==> src/source/spi_apb_pkg.sv <==
/* APB bus side definitions */

`default_nettype none

package spi_apb_pkg;

	localparam int APB_ADDR_BITS = 4;
	localparam int APB_DATA_BITS = 32;

	// register map, byte offsets
	localparam logic [APB_ADDR_BITS-1:0] REG_CTRL   = 4'h0;
	localparam logic [APB_ADDR_BITS-1:0] REG_STATUS = 4'h4;
	localparam logic [APB_ADDR_BITS-1:0] REG_TXDATA = 4'h8;
	localparam logic [APB_ADDR_BITS-1:0] REG_RXDATA = 4'hC;

	// STATUS word layout
	localparam int STAT_TX_LSB   = 0;
	localparam int STAT_RX_LSB   = 8;
	localparam int STAT_BUSY_BIT = 16;

	// requester to completer signals
	typedef struct packed {
		logic                     psel;
		logic                     penable;
		logic                     pwrite;
		logic [APB_ADDR_BITS-1:0] paddr;
		logic [APB_DATA_BITS-1:0] pwdata;
	} apb_req_t;

	// completer to requester signals
	typedef struct packed {
		logic [APB_DATA_BITS-1:0] prdata;
		logic                     pready;
		logic                     pslverr;
	} apb_rsp_t;

endpackage

`default_nettype wire

==> src/source/spi_pkg.sv <==
/* SPI serial side definitions */

`default_nettype none

package spi_pkg;

	// width of one SPI frame
	localparam int SPI_DATA_BITS = 8;

	// width of the sclk half period divider
	localparam int SPI_DIV_BITS = 8;

	// entries held by each of the TX and RX FIFOs
	localparam int SPI_FIFO_DEPTH = 4;

	// a usage count has to reach SPI_FIFO_DEPTH itself
	localparam int SPI_USAGE_BITS = 3;

	// read and write pointer width
	localparam int SPI_PTR_BITS = $clog2(SPI_FIFO_DEPTH);

	// sclk half periods in one frame, two per bit
	localparam int SPI_FRAME_HALVES = 2 * SPI_DATA_BITS;

	// the half period counter also counts the trailing half period before cs rises
	localparam int SPI_HCNT_BITS = $clog2(SPI_FRAME_HALVES + 1);

	// fill state of one FIFO as software sees it in STATUS
	typedef struct packed {
		logic [SPI_USAGE_BITS-1:0] usage;
		logic                      full;
		logic                      empty;
	} spi_fifo_stat_t;

endpackage

`default_nettype wire

==> src/source/spi_apb_regs.sv <==
/* APB register block */

`timescale 1ns/1ps
`default_nettype none

module spi_apb_regs (
	input  logic                              clk_phy_i,
	input  logic                              rst_n_i,
	input  spi_apb_pkg::apb_req_t             apb_req_i,
	input  logic [spi_pkg::SPI_DATA_BITS-1:0] rx_data_i,
	input  spi_pkg::spi_fifo_stat_t           tx_stat_i,
	input  spi_pkg::spi_fifo_stat_t           rx_stat_i,
	input  logic                              busy_i,
	output spi_apb_pkg::apb_rsp_t             apb_rsp_o,
	output logic                              tx_push_o,
	output logic [spi_pkg::SPI_DATA_BITS-1:0] tx_data_o,
	output logic                              rx_pop_o,
	output logic [spi_pkg::SPI_DIV_BITS-1:0]  sclkdiv_o
);

	import spi_pkg::*;
	import spi_apb_pkg::*;

	logic                     access;
	logic                     wr;
	logic                     rd;
	logic                     addr_ok;
	logic                     tx_wr;
	logic                     rx_rd;
	logic [APB_DATA_BITS-1:0] status_word;
	logic [APB_DATA_BITS-1:0] rdata;

	// every action is taken in the access phase
	assign access = apb_req_i.psel && apb_req_i.penable;
	assign wr     = access && apb_req_i.pwrite;
	assign rd     = access && !apb_req_i.pwrite;

	assign addr_ok = (apb_req_i.paddr == REG_CTRL) || (apb_req_i.paddr == REG_STATUS) ||
	                 (apb_req_i.paddr == REG_TXDATA) || (apb_req_i.paddr == REG_RXDATA);

	assign tx_wr = wr && (apb_req_i.paddr == REG_TXDATA);
	assign rx_rd = rd && (apb_req_i.paddr == REG_RXDATA);

	assign tx_push_o = tx_wr && !tx_stat_i.full;
	assign tx_data_o = apb_req_i.pwdata[SPI_DATA_BITS-1:0];
	assign rx_pop_o  = rx_rd && !rx_stat_i.empty;

	always_ff @(posedge clk_phy_i or negedge rst_n_i) begin
		if (!rst_n_i) begin
			sclkdiv_o <= '0;
		end else if (wr && (apb_req_i.paddr == REG_CTRL)) begin
			sclkdiv_o <= apb_req_i.pwdata[SPI_DIV_BITS-1:0];
		end
	end

	always_comb begin
		status_word = '0;
		status_word[STAT_TX_LSB +: $bits(spi_fifo_stat_t)] = tx_stat_i;
		status_word[STAT_RX_LSB +: $bits(spi_fifo_stat_t)] = rx_stat_i;
		status_word[STAT_BUSY_BIT] = busy_i;
	end

	always_comb begin
		rdata = '0;
		if (rd) begin
			case (apb_req_i.paddr)
				REG_CTRL:   rdata = APB_DATA_BITS'(sclkdiv_o);
				REG_STATUS: rdata = status_word;
				// an empty RX FIFO reads as zero
				REG_RXDATA: rdata = rx_stat_i.empty ? '0 : APB_DATA_BITS'(rx_data_i);
				default:    rdata = '0;
			endcase
		end
	end

	always_comb begin
		apb_rsp_o.prdata  = rdata;
		apb_rsp_o.pready  = 1'b1;
		apb_rsp_o.pslverr = (access && !addr_ok) ||
		                    (tx_wr && tx_stat_i.full) ||
		                    (rx_rd && rx_stat_i.empty);
	end

endmodule

`default_nettype wire

==> src/source/spi_apb_top.sv <==
/* APB SPI master top */

`timescale 1ns/1ps
`default_nettype none

module spi_apb_top (
	input  logic                  clk_phy_i,
	input  logic                  rst_n_i,
	input  spi_apb_pkg::apb_req_t apb_req_i,
	input  logic                  miso_i,
	output spi_apb_pkg::apb_rsp_t apb_rsp_o,
	output logic                  sclk_o,
	output logic                  mosi_o,
	output logic                  cs_o
);

	import spi_pkg::*;

	logic                     tx_push;
	logic [SPI_DATA_BITS-1:0] tx_data;
	logic                     rx_pop;
	logic [SPI_DIV_BITS-1:0]  sclkdiv;
	logic [SPI_DATA_BITS-1:0] rx_data;
	logic                     busy;
	spi_fifo_stat_t           tx_stat;
	spi_fifo_stat_t           rx_stat;

	spi_apb_regs regs (
		.clk_phy_i (clk_phy_i),
		.rst_n_i   (rst_n_i),
		.apb_req_i (apb_req_i),
		.rx_data_i (rx_data),
		.tx_stat_i (tx_stat),
		.rx_stat_i (rx_stat),
		.busy_i    (busy),
		.apb_rsp_o (apb_rsp_o),
		.tx_push_o (tx_push),
		.tx_data_o (tx_data),
		.rx_pop_o  (rx_pop),
		.sclkdiv_o (sclkdiv)
	);

	spi_master master (
		.clk_phy_i (clk_phy_i),
		.rst_n_i   (rst_n_i),
		.tx_push_i (tx_push),
		.tx_data_i (tx_data),
		.rx_pop_i  (rx_pop),
		.sclkdiv_i (sclkdiv),
		.miso_i    (miso_i),
		.rx_data_o (rx_data),
		.tx_stat_o (tx_stat),
		.rx_stat_o (rx_stat),
		.busy_o    (busy),
		.sclk_o    (sclk_o),
		.mosi_o    (mosi_o),
		.cs_o      (cs_o)
	);

endmodule

`default_nettype wire

==> src/source/spi_fifo.sv <==
/* single clock byte FIFO */

`timescale 1ns/1ps
`default_nettype none

module spi_fifo (
	input  logic                              clk_phy_i,
	input  logic                              rst_n_i,
	input  logic                              push_i,
	input  logic [spi_pkg::SPI_DATA_BITS-1:0] data_i,
	input  logic                              pop_i,
	output logic [spi_pkg::SPI_DATA_BITS-1:0] data_o,
	output spi_pkg::spi_fifo_stat_t           stat_o
);

	import spi_pkg::*;

	logic [SPI_DATA_BITS-1:0]  mem [SPI_FIFO_DEPTH];
	logic [SPI_PTR_BITS-1:0]   wr_ptr;
	logic [SPI_PTR_BITS-1:0]   rd_ptr;
	logic [SPI_USAGE_BITS-1:0] usage;
	logic                      full;
	logic                      empty;
	logic                      do_push;
	logic                      do_pop;

	assign full  = (usage == SPI_USAGE_BITS'(SPI_FIFO_DEPTH));
	assign empty = (usage == '0);

	// a push into a full FIFO or a pop from an empty one is dropped
	assign do_push = push_i && !full;
	assign do_pop  = pop_i && !empty;

	always_ff @(posedge clk_phy_i) begin
		if (do_push) begin
			mem[wr_ptr] <= data_i;
		end
	end

	always_ff @(posedge clk_phy_i or negedge rst_n_i) begin
		if (!rst_n_i) begin
			wr_ptr <= '0;
			rd_ptr <= '0;
			usage  <= '0;
		end else begin
			if (do_push) begin
				wr_ptr <= wr_ptr + 1'b1;
			end
			if (do_pop) begin
				rd_ptr <= rd_ptr + 1'b1;
			end
			if (do_push && !do_pop) begin
				usage <= usage + 1'b1;
			end else if (do_pop && !do_push) begin
				usage <= usage - 1'b1;
			end
		end
	end

	// head entry is visible before the pop
	assign data_o = mem[rd_ptr];

	assign stat_o.usage = usage;
	assign stat_o.full  = full;
	assign stat_o.empty = empty;

endmodule

`default_nettype wire

==> src/source/spi_master.sv <==
/* SPI master with TX and RX FIFOs */

`timescale 1ns/1ps
`default_nettype none

module spi_master (
	input  logic                              clk_phy_i,
	input  logic                              rst_n_i,
	input  logic                              tx_push_i,
	input  logic [spi_pkg::SPI_DATA_BITS-1:0] tx_data_i,
	input  logic                              rx_pop_i,
	input  logic [spi_pkg::SPI_DIV_BITS-1:0]  sclkdiv_i,
	input  logic                              miso_i,
	output logic [spi_pkg::SPI_DATA_BITS-1:0] rx_data_o,
	output spi_pkg::spi_fifo_stat_t           tx_stat_o,
	output spi_pkg::spi_fifo_stat_t           rx_stat_o,
	output logic                              busy_o,
	output logic                              sclk_o,
	output logic                              mosi_o,
	output logic                              cs_o
);

	import spi_pkg::*;

	logic [SPI_DATA_BITS-1:0] phy_tx_data;
	logic [SPI_DATA_BITS-1:0] phy_rx_data;
	logic                     phy_rdy;
	logic                     phy_rcvd;
	logic                     phy_stb;
	logic                     stb_q;
	logic                     accept;

	spi_fifo fifo_tx (
		.clk_phy_i (clk_phy_i),
		.rst_n_i   (rst_n_i),
		.push_i    (tx_push_i),
		.data_i    (tx_data_i),
		.pop_i     (accept),
		.data_o    (phy_tx_data),
		.stat_o    (tx_stat_o)
	);

	spi_fifo fifo_rx (
		.clk_phy_i (clk_phy_i),
		.rst_n_i   (rst_n_i),
		.push_i    (phy_rcvd),
		.data_i    (phy_rx_data),
		.pop_i     (rx_pop_i),
		.data_o    (rx_data_o),
		.stat_o    (rx_stat_o)
	);

	// a pending RX push counts as full so a new frame always has room for its byte
	assign phy_stb = stb_q && !rx_stat_o.full && !phy_rcvd;
	assign accept  = phy_stb && phy_rdy;

	always_ff @(posedge clk_phy_i or negedge rst_n_i) begin
		if (!rst_n_i) begin
			stb_q <= 1'b0;
		end else if (accept) begin
			stb_q <= 1'b0;
		end else if (!tx_stat_o.empty) begin
			stb_q <= 1'b1;
		end
	end

	spi_master_phy phy (
		.clk_phy_i (clk_phy_i),
		.rst_n_i   (rst_n_i),
		.stb_i     (phy_stb),
		.data_i    (phy_tx_data),
		.sclkdiv_i (sclkdiv_i),
		.miso_i    (miso_i),
		.rdy_o     (phy_rdy),
		.rcvd_o    (phy_rcvd),
		.data_o    (phy_rx_data),
		.sclk_o    (sclk_o),
		.mosi_o    (mosi_o),
		.cs_o      (cs_o)
	);

	// busy stays up through the RX push so STATUS never shows idle with a stale usage
	assign busy_o = !tx_stat_o.empty || stb_q || !phy_rdy || phy_rcvd;

endmodule

`default_nettype wire

==> src/source/spi_master_phy.sv <==
/* SPI mode 0 bit engine */

`timescale 1ns/1ps
`default_nettype none

module spi_master_phy (
	input  logic                              clk_phy_i,
	input  logic                              rst_n_i,
	input  logic                              stb_i,
	input  logic [spi_pkg::SPI_DATA_BITS-1:0] data_i,
	input  logic [spi_pkg::SPI_DIV_BITS-1:0]  sclkdiv_i,
	input  logic                              miso_i,
	output logic                              rdy_o,
	output logic                              rcvd_o,
	output logic [spi_pkg::SPI_DATA_BITS-1:0] data_o,
	output logic                              sclk_o,
	output logic                              mosi_o,
	output logic                              cs_o
);

	import spi_pkg::*;

	logic [SPI_DIV_BITS-1:0]  div_q;
	logic [SPI_DIV_BITS-1:0]  div_cnt;
	logic [SPI_HCNT_BITS-1:0] half_cnt;
	logic [SPI_DATA_BITS-1:0] shift_q;
	logic                     miso_q;
	logic                     accept;
	logic                     half_end;
	logic                     last_half;
	logic                     rise_edge;
	logic                     fall_edge;

	assign accept = rdy_o && stb_i;

	// the current sclk half period ends in this cycle
	assign half_end  = !rdy_o && (div_cnt == div_q);
	assign last_half = (half_cnt == SPI_HCNT_BITS'(SPI_FRAME_HALVES));

	// even half periods have sclk low, so their end is a rising edge
	assign rise_edge = half_end && !last_half && !half_cnt[0];
	assign fall_edge = half_end && !last_half && half_cnt[0];

	always_ff @(posedge clk_phy_i or negedge rst_n_i) begin
		if (!rst_n_i) begin
			rdy_o    <= 1'b1;
			rcvd_o   <= 1'b0;
			cs_o     <= 1'b1;
			sclk_o   <= 1'b0;
			div_q    <= '0;
			div_cnt  <= '0;
			half_cnt <= '0;
		end else begin
			rcvd_o <= 1'b0;
			if (accept) begin
				// divider is frozen for the whole frame
				rdy_o    <= 1'b0;
				cs_o     <= 1'b0;
				div_q    <= sclkdiv_i;
				div_cnt  <= '0;
				half_cnt <= '0;
			end else if (!rdy_o) begin
				if (half_end) begin
					div_cnt  <= '0;
					half_cnt <= half_cnt + 1'b1;
				end else begin
					div_cnt <= div_cnt + 1'b1;
				end
				if (rise_edge) begin
					sclk_o <= 1'b1;
				end
				if (fall_edge) begin
					sclk_o <= 1'b0;
				end
				// trailing half period with sclk low closes the frame
				if (half_end && last_half) begin
					cs_o   <= 1'b1;
					rdy_o  <= 1'b1;
					rcvd_o <= 1'b1;
				end
			end
		end
	end

	// shift register starts with the TX byte and ends with the RX byte
	always_ff @(posedge clk_phy_i or negedge rst_n_i) begin
		if (!rst_n_i) begin
			shift_q <= '0;
		end else if (accept) begin
			shift_q <= data_i;
		end else if (fall_edge) begin
			shift_q <= {shift_q[SPI_DATA_BITS-2:0], miso_q};
		end
	end

	// miso is sampled on the rising sclk edge and shifted in on the falling one
	always_ff @(posedge clk_phy_i) begin
		if (rise_edge) begin
			miso_q <= miso_i;
		end
	end

	assign mosi_o = shift_q[SPI_DATA_BITS-1];
	assign data_o = shift_q;

endmodule

`default_nettype wire

==> config.mk <==
export PLATFORM = sky130hd
export DESIGN_NAME = spi_apb_top
export DESIGN_NICKNAME = d
export VERILOG_FILES = /design/src/source/spi_apb_pkg.sv /design/src/source/spi_pkg.sv /design/src/source/spi_apb_regs.sv /design/src/source/spi_apb_top.sv /design/src/source/spi_fifo.sv /design/src/source/spi_master.sv /design/src/source/spi_master_phy.sv
export SDC_FILE = /design/constraint.sdc
export NUM_CORES = 1
export LEC_CHECK = 0
export BUFFER_PORTS_ARGS = -buffer_cell sky130_fd_sc_hd__buf_2
export CAP_MARGIN = 0
export CELL_PAD_IN_SITES_DETAIL_PLACEMENT = 0
export CELL_PAD_IN_SITES_GLOBAL_PLACEMENT = 1
export CORE_ASPECT_RATIO = 2
export CORE_MARGIN = 10
export CORE_UTILIZATION = 50
export DETAILED_ROUTE_END_ITERATION = 16
export PLACE_DENSITY = 0.9
export SKIP_LAST_GASP = 1
export SLEW_MARGIN = 40
export SYNTH_ARGS = -nofsm -noshare
export SYNTH_HDL_FRONTEND = slang
export SYNTH_SLANG_ARGS = --single-unit
==> constraint.sdc <==
create_clock -name clk_phy_i -period 3.37 [get_ports clk_phy_i]
set_input_delay 0.337 -clock clk_phy_i [delete_from_list [all_inputs] [get_ports clk_phy_i]]
set_output_delay 0.337 -clock clk_phy_i [all_outputs]
set_load 0.02 [all_outputs]
Word level (Yosys, flattened, before mapping)
Memory sizes are Yosys's and may differ from the RTL's.
Cells that the tools add are included.
{"block": "word_totals", "elab_cells": 132, "reg_bits": 57, "inputBits": 42, "ramBits": 64, "mem_count": 2}
{"block": "classes", "reduce_logical": 61, "n_addsub": 10, "n_bitwise": 2, "n_mux": 31, "n_eq_ne": 9}
{"memory": "master.fifo_rx.mem", "words": 4, "width": 8, "rd": 1, "rd_clocked_by_memory_dff": 0, "wr": 1, "line_no": "spi_fifo.sv:18", "rtl": "logic [SPI_DATA_BITS-1:0] mem [SPI_FIFO_DEPTH];"}
{"memory": "master.fifo_tx.mem", "words": 4, "width": 8, "rd": 1, "rd_clocked_by_memory_dff": 0, "wr": 1, "line_no": "spi_fifo.sv:18"}
{"cell": "case mux 32 bit (3 select lines)", "n": 1}
{"cell": "two-way mux 8 bit", "n": 6}
{"cell": "two-way mux 32 bit", "n": 1}
{"cell": "logical AND 1 bit", "n": 27}
{"cell": "two-way mux 1 bit", "n": 16}
{"cell": "two-way mux 5 bit", "n": 3}
{"cell": "zero test 1 bit", "n": 14}
{"cell": "two-way mux 3 bit", "n": 4}
{"cell": "nonzero test 2 bit", "n": 6}
{"cell": "adder 2 x 1 -> 2 bit (second input constant)", "n": 4}
{"cell": "adder 8 x 1 -> 8 bit (second input constant)", "n": 1}
{"cell": "equality test 4 bit (second input constant)", "n": 2}
{"cell": "equality test 8 bit", "n": 1}
{"cell": "logical OR 1 bit", "n": 8}
{"cell": "adder 3 x 1 -> 3 bit (second input constant)", "n": 2}
{"cell": "equality test 3 bit (second input constant)", "n": 2}
{"cell": "zero test 3 bit", "n": 2}
{"cell": "subtractor 3 x 1 -> 3 bit (second input constant)", "n": 2}
{"cell": "adder 5 x 1 -> 5 bit (second input constant)", "n": 1}
{"cell": "equality test 5 bit (second input constant)", "n": 1}
{"cell": "equality test 4 x 3 -> 1 bit (second input constant)", "n": 1}
{"cell": "zero test 4 bit", "n": 1}
{"cell": "AND reduction 2 bit", "n": 2}
{"cell": "AND reduction 3 bit", "n": 1}
{"cell": "3 further kinds", "n": 4}

Depth between registers and ports, before layout
Gate-level depths: netlist of run 1.
{"block": "depth", "ltp_word": 9, "ltp_mapped": 10, "mapped_depth_nobuf": 9}

Cells and area by module
Synthesis of run 1 repeated with hierarchy kept, for this count alone.
{"block": "unflattened", "hier_cells": 456, "area_unflattened_um2": 5988.2}
{"module": "spi_fifo", "n_inst": 2, "cells_per_inst": 79, "area_each_um2": 1604.0, "seq_area_each_um2": 1136.1}
{"module": "spi_master_phy", "n_inst": 1, "cells_per_inst": 194, "area_each_um2": 1844.3, "seq_area_each_um2": 858.3}
{"module": "spi_apb_regs", "n_inst": 1, "cells_per_inst": 98, "area_each_um2": 870.8, "seq_area_each_um2": 200.2}
{"module": "spi_master", "n_inst": 1, "cells_per_inst": 6, "area_each_um2": 65.1, "seq_area_each_um2": 25.0}

Worst setup path before layout of run 1
OpenSTA, ideal clock, no wires.
{"block": "synth_timing", "kind": "reg-to-reg", "start": "register master.fifo_rx.usage[1]", "end": "register master.fifo_rx.usage[2]", "t_arrival_ns": 2.243, "path_stages_with_launch": 11, "required_ns": 3.291, "period_less_slack_ns": 2.322, "path_buffers": 1, "slack_ns": 1.048, "setup_ns": 0.079, "cell_sequence": "dfrtp_1 -> or3_1 -> and4_1 -> clkbuf_1 -> nand2_1 -> ha_1 -> inv_1 -> fa_1 -> xor2_1 -> nor2_1 -> xor2_1"}
{"block": "synth_via", "elab_chain_len": 7}
{"item": "start, declared", "line_no": "spi_fifo.sv:21", "rtl": "logic [SPI_USAGE_BITS-1:0] usage;"}
{"item": "start signal, assigned", "line_no": "spi_fifo.sv:53", "rtl": "usage <= usage + 1'b1;"}
{"item": "start signal, assigned", "line_no": "spi_fifo.sv:55", "rtl": "usage <= usage - 1'b1;"}
{"item": "branches (longest 7 deep; another with subtractor 3 x 1 -> 3 bit)"}
Several ways; the timed one is not identified. The select of a mux whose other input is x is not followed.
A chain may end at the register's enable or synchronous reset.

Final worst setup path of run 1
{"block": "layout_timing", "start": "register master.fifo_rx.usage[1]", "end": "register master.fifo_tx.usage[2]"}
{"block": "layout_via", "elab_chain_len": 9}
{"item": "equality test 3 bit *", "line_no": "spi_fifo.sv:27", "rtl": "assign full = (usage == SPI_USAGE_BITS'(SPI_FIFO_DEPTH));"}
{"item": "zero test 1 bit *", "line_no": "spi_master.sv:54", "rtl": "assign phy_stb = stb_q && !rx_stat_o.full && !phy_rcvd;"}
{"item": "logical AND 1 bit * (2 in series)", "line_no": "spi_master.sv:54"}
{"item": "logical AND 1 bit *", "line_no": "spi_master.sv:55", "rtl": "assign accept = phy_stb && phy_rdy;"}
{"item": "logical AND 1 bit *", "line_no": "spi_fifo.sv:32", "rtl": "assign do_pop = pop_i && !empty;"}
{"item": "zero test 1 bit", "line_no": "spi_fifo.sv:52", "rtl": "if (do_push && !do_pop) begin"}
{"item": "logical AND 1 bit", "line_no": "spi_fifo.sv:52"}
{"item": "two-way mux 3 bit / nonzero test 2 bit (equally long branches)"}
{"item": "end signal, assigned", "line_no": "spi_fifo.sv:53"}
{"item": "end signal, assigned", "line_no": "spi_fifo.sv:55"}
{"item": "end, declared", "line_no": "spi_fifo.sv:21"}
Mark *: on every way between the ends. The rest lies on a longest branch, timed or not.

==> impl_metrics.tcl, run 1 <==
set metrics [dict create \
    layout_commonest_cell "edfxtp_1" \
    ys_ff_latch 121 \
    post_cts_buffers 0 \
    portBuffers 35 \
    p_per_area_mw_per_mm2 673 \
    first_global_vias 3768 \
    die_area_mm2 0.0164 \
    cpMostUsedCell "xor2_1" \
    ctsLongestPathBuffers 2 \
    worstHoldStart "miso_i" \
    cp.arrival_ps 3170 \
    wl_per_cell_um 19.7 \
    yosysSeqAreaShare 0.586 \
    setup_viol 0 \
    cp.required_ps 3700 \
    finalCritPeriodShare 0.840 \
    timing.setup.tns_ps 0 \
    antenna_found_initial 0 \
    critPathMaxFanout 12 \
    grt_setup_unrepaired "false" \
    syn_to_final_growth_pct 14.3 \
    cp-start-kind "flip-flop" \
    hold_end "master.phy.miso_q" \
    place_congestion 0.873 \
    vias 3641 \
    leakagePower_nw 2.56 \
    wl_um 12500 \
    global_route.usage.total 0.159 \
    endpoint_kind "flip-flop" \
    synth-edff-count 65 \
    n_antenna_cell 0 \
    crit_type "flip-flop to flip-flop" \
    grt_overflow 0 \
    syn_inst 442 \
    cts_inserted_buffers 17 \
    final_cell_mix "edfxtp_1 (65), dfrtp_1 (54), nand2_1 (39), buf_2 (35), nor2_1 (25)" \
    detailed_place_hpwl_um 9170 \
    relSlewSlack 0.471 \
    pin_count 79 \
    clkTransAtPathRegs_ps 60 \
    grt_max_degree 35 \
    ys.flop_type "edfxtp_1" \
    place_ws_ps 633 \
    cts.sinks 121 \
    outcome "finished clean" \
    slowest_stage "or3b_1" \
    hold_violations 0 \
    r2r_slack_ps 540 \
    grt_pass1_wl_um 19500 \
    synth_area_mm2 0.00573 \
    reg2reg_from "master.fifo_rx.usage[1]" \
    ys_async_sr_fraction 0.463 \
    synth_cell_types 47 \
    drt_iter0_markers 267 \
    core-area_mm2 0.0113 \
    fp-row-count 55 \
    fin_ws_ps 538 \
    path_cells "or3b_1, and3_1, nand2_1, ha_1, inv_1, fa_1, xor2_1, nor2_1, xor2_1" \
    max_stage_delay_ps 590 \
    die_w_um 95.7 \
    r2r-end "master.fifo_tx.usage[2]" \
    root_buffer "clkbuf_16" \
    vdd_drop_max_mv 0.395 \
    drive_gt1_frac 0.218 \
    worst_slew_pin_slew_ps 791 \
    final_nets 535 \
    skew_ps 11.8 \
    drt.antenna.violating_nets 0 \
    dr.pass1.iters 5 \
    finalMaxSlewViolations 0 \
    reg2regPathDepth 9 \
    max_freq_ghz 0.353 \
    insertion_delay_ps 410 \
    hold_depth 1 \
    min_period_ps 2830 \
    htree_levels 4 \
    tritoncts "built" \
    remaining_drc_errors 0 \
    via_per_inst 5.75 \
    min_path_type "primary input to flip-flop" \
    die_y_um 171 \
    max_cap_violations 0 \
    avgSynthCellArea_um2 13.0 \
    initial_core_util 0.508 \
    yosys_warnings 0 \
]
[worst max-delay path by stage]
stage	startpoint	slack (ps)	depth (start not counted)	endpoint
6_report	master.fifo_rx.usage[1]	540	9	master.fifo_tx.usage[2]
5_1_grt	master.fifo_rx.usage[1]	380	9	master.fifo_tx.usage[2]
4_1_cts	master.fifo_rx.usage[1]	530	9	master.fifo_tx.usage[2]
3_5_place_dp	master.fifo_rx.usage[1]	630	9	master.fifo_tx.usage[2]
3_3_place_gp	master.fifo_rx.usage[0]	670	9	master.fifo_tx.usage[2]
2_1_floorplan	master.fifo_rx.usage[1]	1050	10	master.fifo_rx.usage[2]
[power breakdown]
part	switching [mW]	leakage [nW]	total (mW)	internal (mW)
Clock	0.663	0.286	1.75	1.09
Combinational	0.406	0.988	0.678	0.272
Sequential	0.214	1.29	1.98	1.76
Total	1.28	2.56	4.40	3.12
[repair_timing]
action | 4_1_cts | 5_1_grt
hold buffers | 0 | 1
hold endpoints to repair | 0 | 14
gates resized for setup | 0 | 0
[per-layer routing]
metal | share of wire | global-route usage | up-vias
met1 | 0.33 | 0.150 | 1813
met4 | 0.049 | 0.104 | 0
met3 | 0.055 | 0.0393 | 29
li1 | - | - | 1685
met5 | 0 | 0 | -
met2 | 0.56 | 0.289 | 114
[state kept, by name, summed over array words and instances (netlist names), 2 cells and up]
signal,count
master.fifo_rx.rd_ptr,2
master.phy.div_cnt,8
regs.sclkdiv_o,8
master.fifo_rx.wr_ptr,2
master.phy.div_q,8
master.fifo_tx.rd_ptr,2
master.fifo_rx.usage,3
master.fifo_rx.mem,32
master.fifo_tx.usage,3
master.fifo_tx.mem,32
master.phy.half_cnt,5
master.phy.data_o,8
master.fifo_tx.wr_ptr,2
[cells in the mapped netlist (3+ instances only)]
library cell	number	share of area
nor2_1	25	0.016
a31oi_1	8	0.0087
a21oi_1	10	0.0087
o21ai_0	11	0.0096
xor2_1	4	0.0061
nand3_1	20	0.017
o41ai_1	9	0.014
xnor2_1	16	0.024
nand2_1	39	0.026
buf_1	3	0.0020
a22oi_1	8	0.010
buf_2	11	0.0096
ha_1	13	0.028
or4_1	10	0.013
nor4_1	3	0.0033
clkbuf_1	6	0.0039
buf_4	19	0.025
nand2b_1	4	0.0044
and2_1	8	0.0087
or3_1	6	0.0066
dfrtp_1	54	0.24
nand4_1	6	0.0066
inv_1	13	0.0085
mux4_2	16	0.063
edfxtp_1	65	0.34
mux2_2	14	0.028
mux2i_1	4	0.0070
and3_1	7	0.0076
o31ai_1	6	0.0079
[metrics by stage]
stage	total power [mW]	area, um2	hold slack, ps	util	cells
finish	4.40	6550	100	0.580	633
CTS	4.42	6510	17.3	0.577	631
floorplan	2.47	5790	41.4	-	459
detailed placement	2.67	5930	452	0.525	599
global route	4.60	6550	102	0.580	633
global placement	2.63	5930	449	0.525	599
[worst max-delay path, delay by kind of cell, from the launching register on]
kind | cells | cell delay [ps]
adders and majority gates | 2 | 600
and+or+nand+nor | 4 | 1350
xor gates and xnor gates | 2 | 310
DFF | 1 | 420
buffers and inverters | 1 | 70
[cells by family (layout without fill, tap and decap cells)]
family                     count (synthesis)  in the layout  synth area share
and+or+nand+nor                          143            143             0.135
DFF                                      121            121             0.586
AOI/OAI and AO/OA                         55             55            0.0660
buffers and inverters                     52             84            0.0489
muxes                                     34             34            0.0974
xor gates and xnor gates                  20             20            0.0306
adders and majority gates                 15             15            0.0354
other                                      2             19           0.00131
[final cells by class]
| cell class | instances | area (um2) |
|---|---|---|
| Sequential cell | 121 | 3360 |
| Inverter | 13 | 48.8 |
| Clock inverter | 15 | 153 |
| Tap cell | 142 | 178 |
| Clock buffer | 17 | 425 |
| Timing Repair Buffer | 39 | 228 |
| Fill cell | 908 | 4740 |
| Multi-Input combinational cell | 286 | 2160 |
Power figures use the tool's default switching activity.
==> run 2, diff against run 1 <==
CORE_UTILIZATION = 42   (was 50)
PLACE_DENSITY = 0.82   (was 0.9)
clock period = 2.6 ns   (was 3.37 ns; I/O delays follow)
==> impl_metrics.tcl, run 2 (same netlist as run 1, synthesis figures left out) <==
set metrics [dict create \
    max_cap_violations 0 \
    vias 3620 \
    leakagePower_nw 2.60 \
    critPathTopFamily "simple AND/OR/NAND/NOR gates" \
    grt_pass1_wl_um 20700 \
    grt_max_degree 57 \
    critPathMaxFanout 5 \
    p_per_area_mw_per_mm2 893 \
    seqCellArea_mm2 0.00336 \
    drive_gt1_frac 0.232 \
    remaining_drc_errors 0 \
    portBuffers 35 \
    cp.required_ps 2940 \
    worst_slew_pin_slew_ps 725 \
    die_y_um 185 \
    layout_commonest_cell "edfxtp_1" \
    wl_per_cell_um 20.0 \
    fill_cells 1144 \
    cp.arrival_ps 2730 \
    r2r_slack_ps 210 \
    multi_input_area_mm2 0.00216 \
    endpoint_kind "flip-flop" \
    root_buffer "clkbuf_16" \
    antenna_found_initial 0 \
    max_stage_delay_ps 480 \
    r2r-end "master.fifo_tx.usage[2]" \
    grt_setup_unrepaired "false" \
    cp-start-kind "flip-flop" \
    finalMaxSlewViolations 0 \
    dr.pass1.iters 4 \
    post_cts_buffers 0 \
    drt_iter0_markers 182 \
    core-area_mm2 0.0134 \
    crit_type "flip-flop to flip-flop" \
    pin_count 79 \
    ctsHoldBuffers 0 \
    cp_num_buf_inv 1 \
    stdcell_count 655 \
    global_route.usage.total 0.146 \
    final_cell_mix "edfxtp_1 (65), dfrtp_1 (54), nand2_1 (39), buf_2 (35), nor2_1 (25)" \
    p_total_mw 5.95 \
    syn_to_final_growth_pct 16.3 \
    grt_overflow 0 \
    place_congestion 0.809 \
    insertion_delay_ps 410 \
    htree_levels 4 \
    first_global_vias 3829 \
    relSlewSlack 0.514 \
    finalCritPeriodShare 0.919 \
    cpMostUsedCell "xor2_1" \
    final_nets 544 \
    hold_end "master.phy.miso_q" \
    n_antenna_cell 0 \
    drt.antenna.violating_nets 0 \
    setup_viol 0 \
    ctsLongestPathBuffers 2 \
    slowest_stage "or3b_1" \
    die_area_mm2 0.0190 \
    timing.setup.tns_ps 0 \
    vdd_drop_max_mv 0.459 \
    via_per_inst 5.53 \
    reg2reg_from "master.fifo_rx.usage[0]" \
    reg2regPathDepth 9 \
    cts.sinks 121 \
    min_path_type "primary input to flip-flop" \
    max_freq_ghz 0.418 \
    dp_cells 622 \
    hold_depth 1 \
    cts.repair.resized 0 \
    fp-row-count 60 \
    die_w_um 103 \
    initial_core_util 0.426 \
    path_cells "or3b_1, and3_1, nand2_1, ha_1, inv_1, fa_1, xor2_1, nor2_1, xor2_1" \
    worstHoldStart "miso_i" \
    clkTransAtPathRegs_ps 60 \
    min_period_ps 2390 \
    tritoncts "built" \
    reg.largest.list "master.fifo_rx.mem: 32 flops, master.fifo_tx.mem: 32 flops" \
    hold_violations 0 \
    cts_inserted_buffers 17 \
    outcome "finished clean" \
    skew_ps 7.56 \
    detailed_place_hpwl_um 9510 \
    wl_um 13100 \
]
## run 2: stage by stage
stage / util / hold slack, ps / setup slack [ps] / area (um2)
3_3_place_gp: 0.448 / 439 / 267 / 6020
2_1_floorplan: - / -35.6 / 278 / 5790
5_1_grt: 0.496 / 15.9 / 68.4 / 6660
3_5_place_dp: 0.448 / 439 / 230 / 6020
6_report: 0.496 / 19.2 / 210 / 6660
4_1_cts: 0.495 / 8.84 / 195 / 6650
## run 2: how the worst max path moves through the flow
stage,depth (start not counted),endpoint,from,slack [ps]
final,9,master.fifo_tx.usage[2],master.fifo_rx.usage[0],210
after global routing,9,master.fifo_tx.usage[2],master.fifo_rx.usage[0],70
after floorplan,10,master.fifo_rx.usage[2],master.fifo_rx.usage[1],280
after CTS,9,master.fifo_tx.usage[2],master.fifo_rx.usage[0],200
after global placement,9,master.fifo_tx.usage[2],master.fifo_rx.usage[0],270
after detailed placement,9,master.fifo_tx.usage[2],master.fifo_rx.usage[0],230
## run 2: final cells by class
class	count	share of cell area
timing repair buffer	48	0.0419
multi-input combinational	286	0.324
clock buffer	18	0.0644
tap	155	0.0291
clock inverter	14	0.0299
inverter	13	0.00732
sequential	121	0.504
## run 2: power by group
| part | total, mW | switching [mW] | internal, mW |
|---|---|---|---|
| logic | 0.947 | 0.574 | 0.374 |
| registers | 2.52 | 0.236 | 2.28 |
| clock network | 2.48 | 0.876 | 1.61 |
| total | 5.95 | 1.69 | 4.27 |
## run 2: per-layer routing
metal,global-route usage,part of all wire,vias up
met5,0,0,-
met4,0.0914,0.048,0
met3,0.0321,0.048,25
met2,0.263,0.56,96
met1,0.145,0.34,1812
li1,-,-,1687
## run 2: worst register-to-register path, cell delays in order, from the launching register on
cell and delay (ps):
dfrtp_1 440, or3b_1 480, and3_1 230, nand2_1 110, ha_1 200, inv_1 60, fa_1 380, xor2_1 150
nor2_1 120, xor2_1 150
